`src/rtl/disp_pkg.sv`:
```
`default_nettype none

package disp_pkg;

    // what the dot matrix is asked to show
    typedef enum logic [1:0] {
        MODE_BLANK,
        MODE_GREET,
        MODE_COUNTDOWN,
        MODE_VICTORY
    } matrix_mode_t;

    // segments {dp, g, f, e, d, c, b, a}, active high
    typedef logic [7:0] seg_pattern_t;

    // cycles a digit or a matrix row stays selected
    localparam int SCAN_CYCLES = 4;
    localparam int SCAN_W = $clog2(SCAN_CYCLES);

    localparam seg_pattern_t DIGIT_SEGS [10] = '{
        8'h3f, 8'h06, 8'h5b, 8'h4f, 8'h66,
        8'h6d, 8'h7d, 8'h07, 8'h7f, 8'h6f
    };

    // smiley face, row 0 at the top
    localparam logic [7:0] GREET_PATTERN [8] = '{
        8'b0011_1100,
        8'b0100_0010,
        8'b1010_0101,
        8'b1000_0001,
        8'b1010_0101,
        8'b1001_1001,
        8'b0100_0010,
        8'b0011_1100
    };

endpackage

`default_nettype wire

```
`src/rtl/game_pkg.sv`:
```
`default_nettype none

package game_pkg;

    import disp_pkg::*;

    typedef enum logic [2:0] {
        ST_IDLE,
        ST_GREET,
        ST_MEMORIZE,
        ST_GUESS,
        ST_JUDGE,
        ST_VICTORY
    } game_state_t;

    typedef logic [1:0] level_t;
    typedef logic [6:0] target_t;

    localparam level_t FIRST_LEVEL = 2'd1;
    localparam level_t LAST_LEVEL = 2'd3;

    // bits of the target in play per level, entry 0 unused
    localparam int LEVEL_WIDTH [4] = '{7, 5, 6, 7};

    // any nonzero start value works for the lfsr
    localparam target_t LFSR_SEED = 7'h5a;

    // countdown, one matrix column per step
    localparam int COUNT_STEPS = 8;
    localparam int COUNT_STEP_CYCLES = 16;
    localparam int STEP_W = $clog2(COUNT_STEPS + 1);
    localparam int PRESC_W = $clog2(COUNT_STEP_CYCLES);

    // success beep
    localparam int BEEP_CYCLES = 64;
    localparam int TONE_HALF_CYCLES = 4;
    localparam int BEEP_W = $clog2(BEEP_CYCLES + 1);
    localparam int TONE_W = $clog2(TONE_HALF_CYCLES);

    // strobes and levels from the controller to the peripherals
    typedef struct packed {
        logic         count_start;
        matrix_mode_t matrix_mode;
        level_t       level;
        logic         beep_start;
        logic         capture;
    } game_ctrl_t;

endpackage

`default_nettype wire

```
`src/rtl/lfsr_random.sv`:
```
`timescale 1ns/100ps
`default_nettype none

module lfsr_random
    import game_pkg::*;
(
    input  wire     clk,
    input  wire     sw,
    input  wire     capture,
    output target_t target
);

    target_t lfsr;

    // x^7 + x^6 + 1, period 127
    always_ff @(posedge clk or posedge sw)
    begin
        if (sw)
            lfsr <= LFSR_SEED;
        else
            lfsr <= {lfsr[5:0], lfsr[6] ^ lfsr[5]};
    end

    // target holds until the next capture
    always_ff @(posedge clk or posedge sw)
    begin
        if (sw)
            target <= '0;
        else if (capture)
            target <= lfsr;
    end

endmodule

`default_nettype wire

```
`src/rtl/countdown_matrix.sv`:
```
`timescale 1ns/100ps
`default_nettype none

module countdown_matrix
    import game_pkg::*;
    import disp_pkg::*;
(
    input  wire          clk,
    input  wire          sw,
    input  wire          count_start,
    input  matrix_mode_t mode,
    output logic         count_over,
    output logic [7:0]   row,
    output logic [7:0]   colg,
    output logic [7:0]   colr
);

    logic [STEP_W-1:0]  steps_left;
    logic [PRESC_W-1:0] step_presc;
    logic [SCAN_W-1:0]  scan_presc;
    logic [2:0]         row_idx;
    logic [7:0]         bar;
    logic [7:0]         row_n;
    logic [7:0]         colg_n;
    logic [7:0]         colr_n;

    // countdown, one step every COUNT_STEP_CYCLES
    always_ff @(posedge clk or posedge sw)
    begin
        if (sw)
        begin
            steps_left <= '0;
            step_presc <= '0;
        end
        else if (count_start)
        begin
            steps_left <= STEP_W'(COUNT_STEPS);
            step_presc <= '0;
        end
        else if (steps_left != '0)
        begin
            if (step_presc == PRESC_W'(COUNT_STEP_CYCLES - 1))
            begin
                step_presc <= '0;
                steps_left <= steps_left - 1'b1;
            end
            else
                step_presc <= step_presc + 1'b1;
        end
    end

    assign count_over = (steps_left == '0);

    // row scan
    always_ff @(posedge clk or posedge sw)
    begin
        if (sw)
        begin
            scan_presc <= '0;
            row_idx <= '0;
        end
        else if (scan_presc == SCAN_W'(SCAN_CYCLES - 1))
        begin
            scan_presc <= '0;
            row_idx <= row_idx + 1'b1;
        end
        else
            scan_presc <= scan_presc + 1'b1;
    end

    // thermometer of the steps still to run
    assign bar = 8'((16'd1 << steps_left) - 16'd1);

    always_comb
    begin
        row_n = 8'd1 << row_idx;
        colg_n = '0;
        colr_n = '0;
        case (mode)
            MODE_GREET:
                colg_n = GREET_PATTERN[row_idx];
            MODE_COUNTDOWN:
                colg_n = bar;
            MODE_VICTORY:
                colr_n = '1;
            default:
                row_n = '0;
        endcase
    end

    always_ff @(posedge clk or posedge sw)
    begin
        if (sw)
        begin
            row <= '0;
            colg <= '0;
            colr <= '0;
        end
        else
        begin
            row <= row_n;
            colg <= colg_n;
            colr <= colr_n;
        end
    end

endmodule

`default_nettype wire

```
`src/rtl/beeper.sv`:
```
`timescale 1ns/100ps
`default_nettype none

module beeper
    import game_pkg::*;
(
    input  wire  clk,
    input  wire  sw,
    input  wire  beep_start,
    output logic beep
);

    logic [BEEP_W-1:0] duration;
    logic [TONE_W-1:0] tone_cnt;

    always_ff @(posedge clk or posedge sw)
    begin
        if (sw)
        begin
            duration <= '0;
            tone_cnt <= '0;
            beep <= 1'b0;
        end
        else if (beep_start)
        begin
            duration <= BEEP_W'(BEEP_CYCLES);
            tone_cnt <= '0;
            beep <= 1'b0;
        end
        else if (duration != '0)
        begin
            duration <= duration - 1'b1;
            // square wave while the beep lasts
            if (tone_cnt == TONE_W'(TONE_HALF_CYCLES - 1))
            begin
                tone_cnt <= '0;
                beep <= ~beep;
            end
            else
                tone_cnt <= tone_cnt + 1'b1;
        end
        else
        begin
            tone_cnt <= '0;
            beep <= 1'b0;
        end
    end

endmodule

`default_nettype wire

```
`src/rtl/level_display.sv`:
```
`timescale 1ns/100ps
`default_nettype none

module level_display
    import game_pkg::*;
    import disp_pkg::*;
(
    input  wire          clk,
    input  wire          sw,
    input  matrix_mode_t mode,
    input  level_t       level,
    output logic [7:0]   seg,
    output logic [7:0]   dig
);

    logic [SCAN_W-1:0] scan_presc;
    logic [2:0]        dig_idx;
    seg_pattern_t      level_seg;
    seg_pattern_t      seg_n;
    logic [7:0]        dig_n;

    // digit scan
    always_ff @(posedge clk or posedge sw)
    begin
        if (sw)
        begin
            scan_presc <= '0;
            dig_idx <= '0;
        end
        else if (scan_presc == SCAN_W'(SCAN_CYCLES - 1))
        begin
            scan_presc <= '0;
            dig_idx <= dig_idx + 1'b1;
        end
        else
            scan_presc <= scan_presc + 1'b1;
    end

    // victory always shows the final level
    assign level_seg = (mode == MODE_VICTORY) ? DIGIT_SEGS[LAST_LEVEL] : DIGIT_SEGS[level];

    always_comb
    begin
        seg_n = '0;
        dig_n = '1;
        if (mode == MODE_COUNTDOWN || mode == MODE_VICTORY)
        begin
            dig_n = ~(8'd1 << dig_idx);
            // only digit 0 carries the level
            if (dig_idx == 3'd0)
                seg_n = level_seg;
        end
    end

    always_ff @(posedge clk or posedge sw)
    begin
        if (sw)
        begin
            seg <= '0;
            dig <= '1;
        end
        else
        begin
            seg <= seg_n;
            dig <= dig_n;
        end
    end

endmodule

`default_nettype wire

```
`src/rtl/game_fsm.sv`:
```
`timescale 1ns/100ps
`default_nettype none

module game_fsm
    import game_pkg::*;
    import disp_pkg::*;
(
    input  wire         clk,
    input  wire         sw,
    input  wire         power,
    input  wire         launch,
    input  wire         confirm,
    input  target_t     guess,
    input  target_t     target,
    input  wire         count_over,
    output game_ctrl_t  ctrl,
    output logic [15:0] led
);

    game_state_t  state;
    game_state_t  state_n;
    level_t       level_n;
    matrix_mode_t mode_n;
    logic         restart;
    logic         count_start_n;
    logic         beep_start_n;
    logic         hit;
    target_t      cur_mask;
    logic [15:0]  led_n;

    function automatic target_t level_mask(level_t lvl);
        return target_t'((32'd1 << LEVEL_WIDTH[lvl]) - 32'd1);
    endfunction

    assign cur_mask = level_mask(ctrl.level);
    assign hit = ((guess ^ target) & cur_mask) == '0;

    always_comb
    begin
        state_n = state;
        level_n = ctrl.level;
        restart = 1'b0;
        count_start_n = 1'b0;
        beep_start_n = 1'b0;
        if (!power)
            state_n = ST_IDLE;
        else
        begin
            case (state)
                ST_IDLE:
                    state_n = ST_GREET;
                ST_GREET:
                    restart = launch;
                ST_MEMORIZE:
                begin
                    // ignore count_over in the cycle the countdown is started
                    if (launch)
                        restart = 1'b1;
                    else if (count_over && !ctrl.count_start)
                        state_n = ST_GUESS;
                end
                ST_GUESS:
                begin
                    if (launch)
                        restart = 1'b1;
                    else if (confirm)
                        state_n = ST_JUDGE;
                end
                ST_JUDGE:
                begin
                    beep_start_n = hit;
                    if (hit && ctrl.level == LAST_LEVEL)
                        state_n = ST_VICTORY;
                    else
                    begin
                        // wrong guess replays the same level and target
                        if (hit)
                            level_n = ctrl.level + 1'b1;
                        state_n = ST_MEMORIZE;
                        count_start_n = 1'b1;
                    end
                end
                ST_VICTORY:
                    restart = launch;
                default:
                    state_n = ST_IDLE;
            endcase
        end
        if (restart)
        begin
            state_n = ST_MEMORIZE;
            level_n = FIRST_LEVEL;
            count_start_n = 1'b1;
        end
    end

    always_comb
    begin
        case (state_n)
            ST_GREET:
                mode_n = MODE_GREET;
            ST_MEMORIZE, ST_GUESS, ST_JUDGE:
                mode_n = MODE_COUNTDOWN;
            ST_VICTORY:
                mode_n = MODE_VICTORY;
            default:
                mode_n = MODE_BLANK;
        endcase
    end

    // target visible only while memorizing
    assign led_n = (state_n == ST_MEMORIZE) ? {9'd0, target & level_mask(level_n)} : 16'd0;

    always_ff @(posedge clk or posedge sw)
    begin
        if (sw)
        begin
            state <= ST_IDLE;
            led <= '0;
            ctrl <= '{
                count_start: 1'b0,
                matrix_mode: MODE_BLANK,
                level:       FIRST_LEVEL,
                beep_start:  1'b0,
                capture:     1'b0
            };
        end
        else
        begin
            state <= state_n;
            led <= led_n;
            ctrl.count_start <= count_start_n;
            ctrl.matrix_mode <= mode_n;
            ctrl.level <= level_n;
            ctrl.beep_start <= beep_start_n;
            ctrl.capture <= restart;
        end
    end

endmodule

`default_nettype wire

```
`src/rtl/memory_game_top.sv`:
```
`timescale 1ns/100ps
`default_nettype none

module memory_game_top
    import game_pkg::*;
(
    input  wire         clk,
    input  wire         sw,
    input  wire         power,
    input  wire         launch,
    input  wire         confirm,
    input  target_t     guess,
    output logic [15:0] led,
    output logic [7:0]  seg,
    output logic [7:0]  dig,
    output logic [7:0]  row,
    output logic [7:0]  colg,
    output logic [7:0]  colr,
    output logic        beep
);

    game_ctrl_t ctrl;
    target_t    target;
    logic       count_over;

    game_fsm u_fsm (
        .clk        (clk),
        .sw         (sw),
        .power      (power),
        .launch     (launch),
        .confirm    (confirm),
        .guess      (guess),
        .target     (target),
        .count_over (count_over),
        .ctrl       (ctrl),
        .led        (led)
    );

    lfsr_random u_random (
        .clk     (clk),
        .sw      (sw),
        .capture (ctrl.capture),
        .target  (target)
    );

    countdown_matrix u_matrix (
        .clk         (clk),
        .sw          (sw),
        .count_start (ctrl.count_start),
        .mode        (ctrl.matrix_mode),
        .count_over  (count_over),
        .row         (row),
        .colg        (colg),
        .colr        (colr)
    );

    beeper u_beeper (
        .clk        (clk),
        .sw         (sw),
        .beep_start (ctrl.beep_start),
        .beep       (beep)
    );

    level_display u_display (
        .clk   (clk),
        .sw    (sw),
        .mode  (ctrl.matrix_mode),
        .level (ctrl.level),
        .seg   (seg),
        .dig   (dig)
    );

endmodule

`default_nettype wire

```
`config.mk`:
```
export PLATFORM = sky130hd
export DESIGN_NAME = memory_game_top
export DESIGN_NICKNAME = d
export VERILOG_FILES = /design/src/rtl/disp_pkg.sv /design/src/rtl/game_pkg.sv /design/src/rtl/lfsr_random.sv /design/src/rtl/countdown_matrix.sv /design/src/rtl/beeper.sv /design/src/rtl/level_display.sv /design/src/rtl/game_fsm.sv /design/src/rtl/memory_game_top.sv
export SDC_FILE = /design/constraint.sdc
export NUM_CORES = 1
export LEC_CHECK = 0
export BUFFER_PORTS_ARGS = -buffer_cell sky130_fd_sc_hd__buf_2
export CORE_AREA = 2 2 92 103
export CTS_CLUSTER_DIAMETER = 150
export CTS_CLUSTER_SIZE = 10
export DETAILED_ROUTE_END_ITERATION = 6
export DIE_AREA = 0 0 94 105
export PLACE_DENSITY = 0.83
export SLEW_MARGIN = 0
export SYNTH_ARGS = -nofsm -noshare
export SYNTH_HDL_FRONTEND = slang
export SYNTH_SLANG_ARGS = --single-unit
```
`constraint.sdc`:
```
create_clock -name clk -period 2.65 [get_ports clk]
set_input_delay 0.3975 -clock clk [delete_from_list [all_inputs] [get_ports clk]]
set_output_delay 0.3975 -clock clk [all_outputs]
set_load 0.03 [all_outputs]
```
# Word level (Yosys, flattened, before mapping)
# Memory sizes are Yosys's and may differ from the RTL's.
# Cells that the tools add are included.
totals:
  reg_bits: 108
  mem_bits_ro: 128
  in_bits: 12
  word_cells: 149
  mem_count: 2
memory_table:
  columns: ["name", "words", "word_bits", "read_ports", "rd_ports_with_merged_regs", "write_ports", "line", "source"]
  rows:
  - ["(name not given)", 8, 8, 1, 0, 0, "level_display.sv:40", "assign level_seg = (mode == MODE_VICTORY) ? DIGIT_SEGS[LAST_LEVEL] : DIGIT_SEGS[level];"]
  - ["(name not given)", 8, 8, 1, 0, 0, "countdown_matrix.sv:81", "colg_n = GREET_PATTERN[row_idx];"]
classes:
  add_sub_neg: 12
  magnitude_cmp: 4
  eq_ne: 19
  shifts: 5
  n_mux: 57
  n_bitwise: 9
  reduce_logical: 18
ops:
  columns: ["operator", "count"]
  rows:
  - ["32-bit binary-select mux with 2-bit select", 2]
  - ["32-bit two-way mux", 4]
  - ["8-bit two-way mux", 10]
  - ["1-bit by 32-bit << shifter with 7-bit output, first input constant", 2]
  - ["4-bit two-way mux", 6]
  - ["3-bit two-way mux", 7]
  - ["7-bit two-way mux", 3]
  - ["7-bit by 1-bit subtractor with 7-bit output, second input constant", 3]
  - ["2-bit two-way mux", 10]
  - ["8-bit one-hot mux with 2 select lines", 1]
  - ["1-bit by 3-bit << shifter with 8-bit output, first input constant", 2]
  - ["3-bit one-hot mux with 5 select lines", 1]
  - ["7-bit bitwise AND", 2]
  - ["2-bit == test, second input constant", 6]
  - ["3-bit by 2-bit == test with 1-bit output, second input constant", 4]
  - ["3-bit == test, second input constant", 4]
  - ["1-bit two-way mux", 11]
  - ["2-bit by 1-bit adder with 2-bit output, second input constant", 4]
  - ["8-bit NOT", 1]
  - ["1-bit by 4-bit << shifter with 8-bit output, first input constant", 1]
  - ["8-bit by 1-bit subtractor with 8-bit output, second input constant", 1]
  - ["7-bit logical NOT", 1]
  - ["7-bit nonzero test", 1]
  - ["7-bit XOR", 1]
  - ["other kinds (26)", 36]

# Logic depth before layout (Yosys ltp)
# Gate-level depths: netlist of run 1.
depth:
  depth_word: 21
  depth_mapped: 10
  ltp_nobuf: 10

# Modules after synthesis
# A second synthesis of run 1 with hierarchy kept.
unflattened:
  cells_unflattened: 407
  hier_area_um2: 4539.4
by_module_without_submodules:
  columns: ["mod", "instances", "cells_each", "area_each_um2", "seq_area_each_um2"]
  rows:
  - ["countdown_matrix", 1, 163, 1671.6, 750.7]
  - ["game_fsm", 1, 115, 1109.8, 426.7]
  - ["level_display", 1, 56, 772.0, 485.5]
  - ["beeper", 1, 49, 501.7, 250.2]
  - ["lfsr_random", 1, 24, 484.2, 355.3]

# Worst setup path after synthesis of run 1
# Ideal clock, no wire load.
synth_path:
  path_kind: "register -> register"
  from: "register, netlist name u_fsm.ctrl[2]"
  to: "register u_fsm.led[5]"
  setup_ns: 0.086
  arrival_ns: 2.381
  setup_slack_ns: 0.183
  stages_incl_launch_ff: 9
  cell_sequence: "dfstp_2 inv_1 ha_1 o22ai_1 nor4b_2 mux2_2 ha_1 nand3b_1 nor3_1"
synth_between:
  elab_chain_len: 21
  word_cells_on_any_way: 29
synth_rtl:
  columns: ["item", "line", "source"]
  rows:
  - ["2-bit NOT with 3-bit output (not written as such)", "game_fsm.sv:32", "return target_t'((32'd1 << LEVEL_WIDTH[lvl]) - 32'd1);"]
  - ["32-bit binary-select mux with 2-bit select", "game_fsm.sv:32", null]
  - ["32-bit two-way mux (not written as such) (2 in series)", "game_fsm.sv:32", null]
  - ["1-bit by 32-bit << shifter with 7-bit output", "game_fsm.sv:32", null]
  - ["7-bit by 1-bit subtractor with 7-bit output", "game_fsm.sv:32", null]
  - ["7-bit bitwise AND", "game_fsm.sv:36", "assign hit = ((guess ^ target) & cur_mask) == '0;"]
  - ["7-bit logical NOT", "game_fsm.sv:36", null]
  - ["2-bit two-way mux / 1-bit logical AND (equally long branches)", "game_fsm.sv:77, game_fsm.sv:72", null]
  - ["[... 4 more ...]", null, null]
  - ["net u_fsm.level_n[0]", "game_fsm.sv:22", "level_t level_n;"]
  - ["2-bit NOT with 3-bit output (not written as such) *", "game_fsm.sv:32", null]
  - ["32-bit binary-select mux with 2-bit select *", "game_fsm.sv:32", null]
  - ["32-bit two-way mux (not written as such) * (2 in series)", "game_fsm.sv:32", null]
  - ["1-bit by 32-bit << shifter with 7-bit output *", "game_fsm.sv:32", null]
  - ["7-bit by 1-bit subtractor with 7-bit output *", "game_fsm.sv:32", null]
  - ["7-bit bitwise AND *", "game_fsm.sv:112", "assign led_n = (state_n == ST_MEMORIZE) ? {9'd0, target & level_mask(level_n)} : 16'd0;"]
  - ["7-bit two-way mux *", "game_fsm.sv:112", null]
  - ["net u_fsm.led_n[5]", "game_fsm.sv:29", "logic [15:0] led_n;"]
  - ["end signal: assignment", "game_fsm.sv:131", "led <= led_n;"]
  - ["end: declaration", "game_fsm.sv:17", "output logic [15:0] led"]
# Mark *: on every way through the listed nets, which the timed path passes. The rest lies on a longest branch. The select of a mux whose other input is x is not followed.
# A chain may end at the register's enable or synchronous reset.

# Worst setup path after layout of run 1
layout_path:
  from: "register, netlist name u_fsm.ctrl[2]"
  to: "register u_fsm.led[6]"
layout_between:
  elab_chain_len: 21
  word_cells_on_any_way: 29
layout_rtl:
  columns: ["item", "line"]
  rows:
  - ["2-bit NOT with 3-bit output (not written as such)", "game_fsm.sv:32"]
  - ["32-bit binary-select mux with 2-bit select", "game_fsm.sv:32"]
  - ["32-bit two-way mux (not written as such) (2 in series)", "game_fsm.sv:32"]
  - ["1-bit by 32-bit << shifter with 7-bit output", "game_fsm.sv:32"]
  - ["7-bit by 1-bit subtractor with 7-bit output", "game_fsm.sv:32"]
  - ["7-bit bitwise AND", "game_fsm.sv:36"]
  - ["7-bit logical NOT", "game_fsm.sv:36"]
  - ["2-bit two-way mux / 1-bit logical AND (equally long branches)", "game_fsm.sv:77, game_fsm.sv:72"]
  - ["[... 4 more ...]", null]
  - ["net u_fsm.level_n[1]", "game_fsm.sv:22"]
  - ["2-bit NOT with 3-bit output (not written as such) *", "game_fsm.sv:32"]
  - ["32-bit binary-select mux with 2-bit select *", "game_fsm.sv:32"]
  - ["32-bit two-way mux (not written as such) * (2 in series)", "game_fsm.sv:32"]
  - ["1-bit by 32-bit << shifter with 7-bit output *", "game_fsm.sv:32"]
  - ["7-bit by 1-bit subtractor with 7-bit output *", "game_fsm.sv:32"]
  - ["7-bit bitwise AND *", "game_fsm.sv:112"]
  - ["7-bit two-way mux *", "game_fsm.sv:112"]
  - ["net u_fsm.led_n[6]", "game_fsm.sv:29"]
# Marks and branches as above.

==> flow_metrics.env, run 1 <==
export IMPL_outcome="completed"
export IMPL_p_int_w=0.00247
export IMPL_synthDistinctLibCells=58
export IMPL_cts_tree="built"
export IMPL_max_freq_ghz=0.395
export IMPL_clockRootBuffer="clkbuf_8"
export IMPL_cp_max_fo=4
export IMPL_die_width_um=94
export IMPL_power_frac_comb_pct=24.9
export IMPL_synth_edf_count=0
export IMPL_clkLatencyLatePin_ns=0.37
export IMPL_grt_pass1_vias=2899
export IMPL_path_class="flop to flop"
export IMPL_setup_violations=0
export IMPL_synth_compound_area_share_pct=9.79
export IMPL_maxCapViolations=0
export IMPL_drive_gt1_share_pct=25.5
export IMPL_post_route_period_util_pct=95.4
export IMPL_synth_simple_area_share_pct=14.5
export IMPL_clk_pin_slew_ns=0.09
export IMPL_synthMuxAreaShare_pct=3.97
export IMPL_coreArea_um2=8780
export IMPL_grt_max_degree=65
export IMPL_netlist_area_um2=4380
export IMPL_period_needed_ns=2.53
export IMPL_grt_pass1_wl_um=13200
export IMPL_drt_first_pass_iters=4
export IMPL_swShare_pct=32.8
export IMPL_port_buffers=58
export IMPL_peakVddDrop_v=0.000384
export IMPL_hold_violations=0
export IMPL_yosysSeqAreaShare_pct=51.8
export IMPL_routed_via_density=5.18
export IMPL_critPathLaunchType="flop"
export IMPL_seqPwrFrac_pct=46.8
export IMPL_p_per_area_nw_per_um2=744
export IMPL_finClkSkew_ns=0.00910
export IMPL_grt_overflow=0
export IMPL_clockBufferDepth=2
export IMPL_synth_xor_area_share_pct=3.40
export IMPL_cts_buffers=9
export IMPL_hpwl_um=5650
export IMPL_synth_adder_area_share_pct=9.99
export IMPL_finalSetupTns_ns=0
export IMPL_async_flop_share_pct=100
export IMPL_final_cells=565
export IMPL_diodes=0
export IMPL_syn_avg_cell_area_um2=11.2
export IMPL_rows=36
export IMPL_fin_nets=493
export IMPL_ys_ff_latch=90
export IMPL_ys_flop_type="dfrtp_1"
export IMPL_dp_cells=547
export IMPL_dieArea_um2=9870
export IMPL_ios=69
export IMPL_crit_slowest_cell="dfstp_2"
export IMPL_synth_top_family_by_area="simple AND/OR/NAND/NOR gates"
export IMPL_endpoint_kind="flop"
export IMPL_leakage_nw=2.45
export IMPL_chipHeight_um=105
export IMPL_max_stage_delay_ns=0.58
export IMPL_yosys_warnings=0
export IMPL_syn_inst=392
export IMPL_avgRoutedWirePerCell_um=13.9
export IMPL_groute_usage_overall_pct=17.0
export IMPL_drt_iter0_markers=147
export IMPL_cp_required_ns=2.88
export IMPL_worst_pin_slew_ns=0.752
export IMPL_cts_sinks=90
export IMPL_final_common_cell="dfrtp_1"
export IMPL_drc_errors=0
export IMPL_htree_levels=3
export IMPL_place_gp_congestion=0.848
export IMPL_switchingPower_w=0.00121
export IMPL_slew_headroom_pct=49.7
export IMPL_arrival_ns=2.76
export IMPL_antenna_found_initial=0
export IMPL_initial_core_util_pct=49.9
export IMPL_rsz0062_at_grt="false"
export IMPL_crit_chain="inv_1 -> ha_1 -> and2_1 -> o22ai_1 -> nor4b_2 -> buf_4 -> buf_4 -> mux2i_1 -> ha_1 -> nand3_1 -> nor3_1"
export IMPL_layout_common_cells="dfrtp_1 (77), buf_2 (58), ha_1 (35)"
export IMPL_p_total_w=0.00368
export IMPL_crit_family="flip-flops"
export IMPL_wl_um=7840
export IMPL_cp_num_buf_inv=3
export IMPL_final_antenna_net_count=0
export IMPL_hold_path_class="primary input to asynchronous set/reset pin"
export IMPL_num_vias=2925
export IMPL_area_growth_synth_to_final_pct=12.9
export IMPL_p_clk_share_pct=28.3
export IMPL_drv_slew=0
cells in the mapped netlist (5+ instances only):
| master | count | area [um^2] |
|---|---|---|
| a21oi_1 | 19 | 95.1 |
| and2_1 | 8 | 50.1 |
| buf_4 | 19 | 143 |
| clkbuf_1 | 6 | 22.5 |
| dfrtp_1 | 77 | 1930 |
| dfstp_2 | 13 | 342 |
| ha_1 | 35 | 438 |
| inv_1 | 22 | 82.6 |
| mux2_2 | 11 | 124 |
| mux2i_1 | 5 | 50.1 |
| nand2_1 | 32 | 120 |
| nor2_1 | 19 | 71.3 |
| nor2b_1 | 7 | 43.8 |
| nor3_1 | 16 | 80.1 |
| o21ai_0 | 12 | 60.1 |
| o31ai_1 | 5 | 37.5 |
| or3_1 | 5 | 31.3 |
| xnor2_1 | 11 | 96.3 |
| xor2_1 | 6 | 52.6 |
cells by family after synthesis:
family,count (synthesis)
AO/OA/AOI/OAI,63
XOR/XNOR,17
adder cells (fa/ha/maj),35
buffers and inverters,53
flip-flops,90
multiplexers,16
other,1
AND/OR/NAND/NOR,117
worst reg2reg max path, cell delays in order, from the launching register on:
cell     delay [ns]
dfstp_2        0.58
inv_1          0.09
ha_1           0.23
and2_1         0.17
o22ai_1        0.32
nor4b_2        0.10
buf_4          0.16
buf_4          0.13
mux2i_1        0.21
ha_1           0.27
nand3_1        0.09
nor3_1         0.04
layer usage:
metal / track usage (%) / routed length [um]
met1: 20.3 / 3270
met2: 28.8 / 4110
met3: 2.88 / 245
met4: 9.11 / 218
met5: 0 / 0
power by group through the flow:
stage	registers, W	clock network, W	logic, W
4_1_cts	0.00172	0.00106	0.000924
3_3_place_gp	0.00173	0	0.000872
5_1_grt	0.00175	0.00113	0.00104
6_report	0.00172	0.00104	0.000915
2_1_floorplan	0.00173	0	0.000756
3_5_place_dp	0.00174	0	0.000922
sequential cells by signal, summed over array words and instances, names as in the netlist, 4 cells and up:
name	flops
u_random.lfsr	7
u_matrix.step_presc	4
u_beeper.duration	7
u_fsm.led	7
u_matrix.steps_left	4
u_display.seg	6
u_fsm.ctrl	7
u_matrix.row	8
u_random.target	7
u_display.dig	8
u_matrix.colg	8
per-stage QoR:
step / util, % / setup slack [ns] / cell area, um^2 / hold WS, ns
3_3_place_gp: 53.5 / 0.235 / 4700 / 0.365
5_1_grt: 56.3 / 0.0126 / 4950 / 0.113
6_report: 56.3 / 0.122 / 4950 / 0.0893
3_5_place_dp: 53.5 / 0.0947 / 4700 / 0.360
2_1_floorplan: - / 0.183 / 4420 / 0.349
4_1_cts: 56.1 / 0.0680 / 4930 / 0.0945
worst paths after layout:
path / startpoint / cells past startpoint / slack (ns) / to
worst max-delay path: u_fsm.ctrl[2] / 11 / 0.12 / u_fsm.led[6]
worst min-delay path: sw / 2 / 0.09 / u_fsm.led[2]
worst max register to register: u_fsm.ctrl[2] / 11 / 0.12 / u_fsm.led[6]
worst min register to register: u_random.lfsr[3] / 0 / 0.38 / u_random.lfsr[4]
max in group asynchronous: sw / 3 / 1.80 / u_display.dig[5]
min in group clk: u_random.lfsr[3] / 0 / 0.38 / u_random.lfsr[4]
what timing repair did:
| item | 4_1_cts | 5_1_grt |
|---|---|---|
| hold buffers | 0 | 0 |
| gates resized for setup | 0 | 1 |
| hold endpoints to repair | 0 | 0 |
| buffers inserted | 0 | 2 |
| setup endpoints to repair | 0 | 3 |
area by class of cell:
| type | count | area (um^2) |
|---|---|---|
| multi-input combinational | 258 | 1870 |
| timing repair buffer | 65 | 355 |
| clock inverter | 7 | 100 |
| sequential | 90 | 2270 |
| inverter | 22 | 86.3 |
| fill | 739 | 3840 |
| tap | 114 | 143 |
| clock buffer | 9 | 124 |
Note: power is estimated with default switching activity, not from simulation.
==> run 2, diff against run 1 <==
--- a/config.mk
+++ b/config.mk
@@ -5,13 +5,14 @@
 export SDC_FILE = /design/constraint.sdc
 export NUM_CORES = 1
 export LEC_CHECK = 0
+export ABC_AREA = 1
 export BUFFER_PORTS_ARGS = -buffer_cell sky130_fd_sc_hd__buf_2
-export CORE_AREA = 2 2 92 103
+export CORE_AREA = 2 2 87 98
 export CTS_CLUSTER_DIAMETER = 150
 export CTS_CLUSTER_SIZE = 10
 export DETAILED_ROUTE_END_ITERATION = 6
-export DIE_AREA = 0 0 94 105
-export PLACE_DENSITY = 0.83
+export DIE_AREA = 0 0 89 100
+export PLACE_DENSITY = 0.87
 export SLEW_MARGIN = 0
 export SYNTH_ARGS = -nofsm -noshare
 export SYNTH_HDL_FRONTEND = slang
==> constraint.sdc (replaced) <==
create_clock -name clk -period 2.55 [get_ports clk]
set_input_delay 0.3825 -clock clk [delete_from_list [all_inputs] [get_ports clk]]
set_output_delay 0.3825 -clock clk [all_outputs]
set_load 0.03 [all_outputs]
==> flow_metrics.env, run 2 <==
export IMPL_startpoint="u_fsm.ctrl[2]"
export IMPL_clockRootBuffer="clkbuf_8"
export IMPL_grt_overflow=0
export IMPL_n_fill_cell=654
export IMPL_cts_tree="built"
export IMPL_coreArea_um2=8060
export IMPL_final_antenna_net_count=0
export IMPL_peakVddDrop_v=0.000330
export IMPL_hold_violations=0
export IMPL_wl_um=7990
export IMPL_synth_edf_count=0
export IMPL_drv_slew=0
export IMPL_setup_worst_path_end="u_fsm.led[5]"
export IMPL_leakage_nw=2.56
export IMPL_outcome="completed"
export IMPL_final_area_um2=4970
export IMPL_initial_core_util_pct=53.8
export IMPL_area_growth_synth_to_final_pct=14.7
export IMPL_rows=35
export IMPL_pre_cts_ws_ns=-0.00591
export IMPL_chipHeight_um=100
export IMPL_drc_errors=0
export IMPL_largestRegisters="u_display.dig x8, u_matrix.colg x8, u_matrix.row x8"
export IMPL_drive_gt1_share_pct=24.5
export IMPL_diodes=0
export IMPL_finClkSkew_ns=0.00751
export IMPL_path_class="flop to flop"
export IMPL_routed_via_density=4.99
export IMPL_arrival_ns=2.75
export IMPL_cp_common_cell="inv_2"
export IMPL_num_vias=3157
export IMPL_netlist_area_um2=4340
export IMPL_crit_chain="inv_2 -> ha_4 -> nor2_1 -> nand2_1 -> nand3_2 -> nor2_4 -> nand4_1 -> a21oi_2 -> inv_2 -> ha_2 -> or2_2 -> nor2_2"
export IMPL_ios=69
export IMPL_endpoint_kind="flop"
export IMPL_synthDistinctLibCells=38
export IMPL_yosysSeqAreaShare_pct=52.3
export IMPL_avgRoutedWirePerCell_um=12.6
export IMPL_max_stage_delay_ns=0.59
export IMPL_crit_slowest_cell="dfstp_2"
export IMPL_synth_top_cells_by_count="dfrtp_1 (77), nand2_1 (77), inv_1 (61), ha_1 (35), nor2_1 (35)"
export IMPL_synth_area_leader_cell="dfrtp_1"
export IMPL_critPathLaunchType="flop"
export IMPL_p_per_area_nw_per_um2=780
export IMPL_whs_ns=0.341
export IMPL_synth_top_cells_by_area="dfrtp_1 (44%), ha_1 (10%), dfstp_2 (7.9%)"
export IMPL_clkLatencyLatePin_ns=0.37
export IMPL_grt_pass1_vias=2984
export IMPL_cts_buffers=9
export IMPL_antenna_found_initial=0
export IMPL_port_buffers=58
export IMPL_cts_sinks=90
export IMPL_fin_ws_ns=0.0947
export IMPL_reg2reg_to="u_fsm.led[5]"
export IMPL_ys_flop_type="dfrtp_1"
export IMPL_cp_max_fo=5
export IMPL_final_cells=633
export IMPL_htree_levels=3
export IMPL_layout_common_cells="nand2_1 (77), dfrtp_1 (77), inv_1 (59)"
export IMPL_clockBufferDepth=2
export IMPL_period_needed_ns=2.46
export IMPL_cp_required_ns=2.85
export IMPL_hold_path_class="primary input to flop"
export IMPL_drt_iter0_markers=195
export IMPL_post_route_period_util_pct=96.3
export IMPL_dpl_cell_area_um2=4670
export IMPL_die_width_um=89
export IMPL_async_flop_share_pct=100
export IMPL_max_freq_ghz=0.407
export IMPL_grt_pass1_wl_um=12800
export IMPL_syn_avg_cell_area_um2=9.49
export IMPL_groute_usage_overall_pct=18.8
export IMPL_drt_first_pass_iters=6
export IMPL_clk_pin_slew_ns=0.08
export IMPL_hpwl_um=5770
export IMPL_ys_ff_latch=90
export IMPL_maxCapViolations=0
export IMPL_synth_top_cell_area_share_pct=44.4
export IMPL_setup_violations=0
export IMPL_yosys_warnings=0
export IMPL_r2r_setup_slack_ns=0.09
export IMPL_place_gp_congestion=0.816
export IMPL_grt_max_degree=75
export IMPL_syn_inst=457
export IMPL_r2r_cells=12
export IMPL_r2r_start="u_fsm.ctrl[2]"
export IMPL_dieArea_um2=8900
export IMPL_fin_nets=564
export IMPL_finalSetupTns_ns=0
export IMPL_dp_cells=614
[run 2: changes by cell type after synthesis, moves of 9 or more]
cell / delta
inv_1: +39
mux2_2: -10
o21ai_0: +9
nand3_1: +21
nand2_1: +45
nor2_2: +9
nor2_1: +16
nor3_1: -10
[run 2: layout make-up]
type | instances | area (um^2) | share of cell area [%]
Tap cell | 111 | 139 | 2.79
Clock inverter | 6 | 114 | 2.29
Sequential cell | 90 | 2270 | 45.6
Timing Repair Buffer | 62 | 335 | 6.74
Inverter | 69 | 263 | 5.28
Clock buffer | 10 | 138 | 2.77
Multi-Input combinational cell | 285 | 1720 | 34.5
[run 2: through the flow]
stage	utilization (%)	total power, W
final	61.7	0.00388
after global routing	61.7	0.00411
after CTS	61.3	0.00388
after detailed placement	58.0	0.00271
after global placement	58.0	0.00264
after floorplan	-	0.00251
[run 2: power breakdown]
group	switching [W]	internal, W
Clock	0.000508	0.000679
Sequential	0.000148	0.00161
Combinational	0.000603	0.000331
[run 2: critical path: cells and delay by family (launching register included)]
kind                     cells  cell delay, ns
AND/OR/NAND/NOR              7            1.00
flip-flops                   1            0.59
adder cells (fa/ha/maj)      2            0.46
AO/OA/AOI/OAI                1            0.19
buffers and inverters        2            0.14
[run 2: per-layer routing]
layer  share of wire [%]  vias up  global-route usage (%)
met3                 4.7       31                    4.28
met5                   0        -                       0
met4                 3.7        0                    9.99
met1                  40     1492                    22.2
met2                  51       99                    31.6
li1                    -     1535                       -
[run 2: cell families after synthesis]
family | after synthesis | synth area share, %
flops | 90 | 52.3
fa+ha+maj | 35 | 10.1
simple gates | 171 | 18.3
other cells | 1 | 0.0864
buf+inv | 91 | 9.46
compound gates | 58 | 7.44
xor+xnor | 10 | 2.02
mux | 1 | 0.260
[run 2: timing repair]
item,CTS,global route
buffers inserted,0,2
pin swaps,0,3
endpoints found under the hold margin,16,0
resized for setup,1,4
hold buffers,1,0
endpoints found under the setup margin,1,1
[run 2: how the worst min path moves through the flow]
stage                           startpoint                to  slack, ns  cells past startpoint
after global placement    u_random.lfsr[3]  u_random.lfsr[4]       0.36                      0
after CTS                            power     u_fsm.ctrl[1]       0.33                      3
after floorplan           u_random.lfsr[3]  u_random.lfsr[4]       0.35                      0
after detailed placement  u_random.lfsr[3]  u_random.lfsr[4]       0.36                      0
after global routing                 power     u_fsm.ctrl[1]       0.35                      3
final                                power     u_fsm.ctrl[1]       0.34                      3
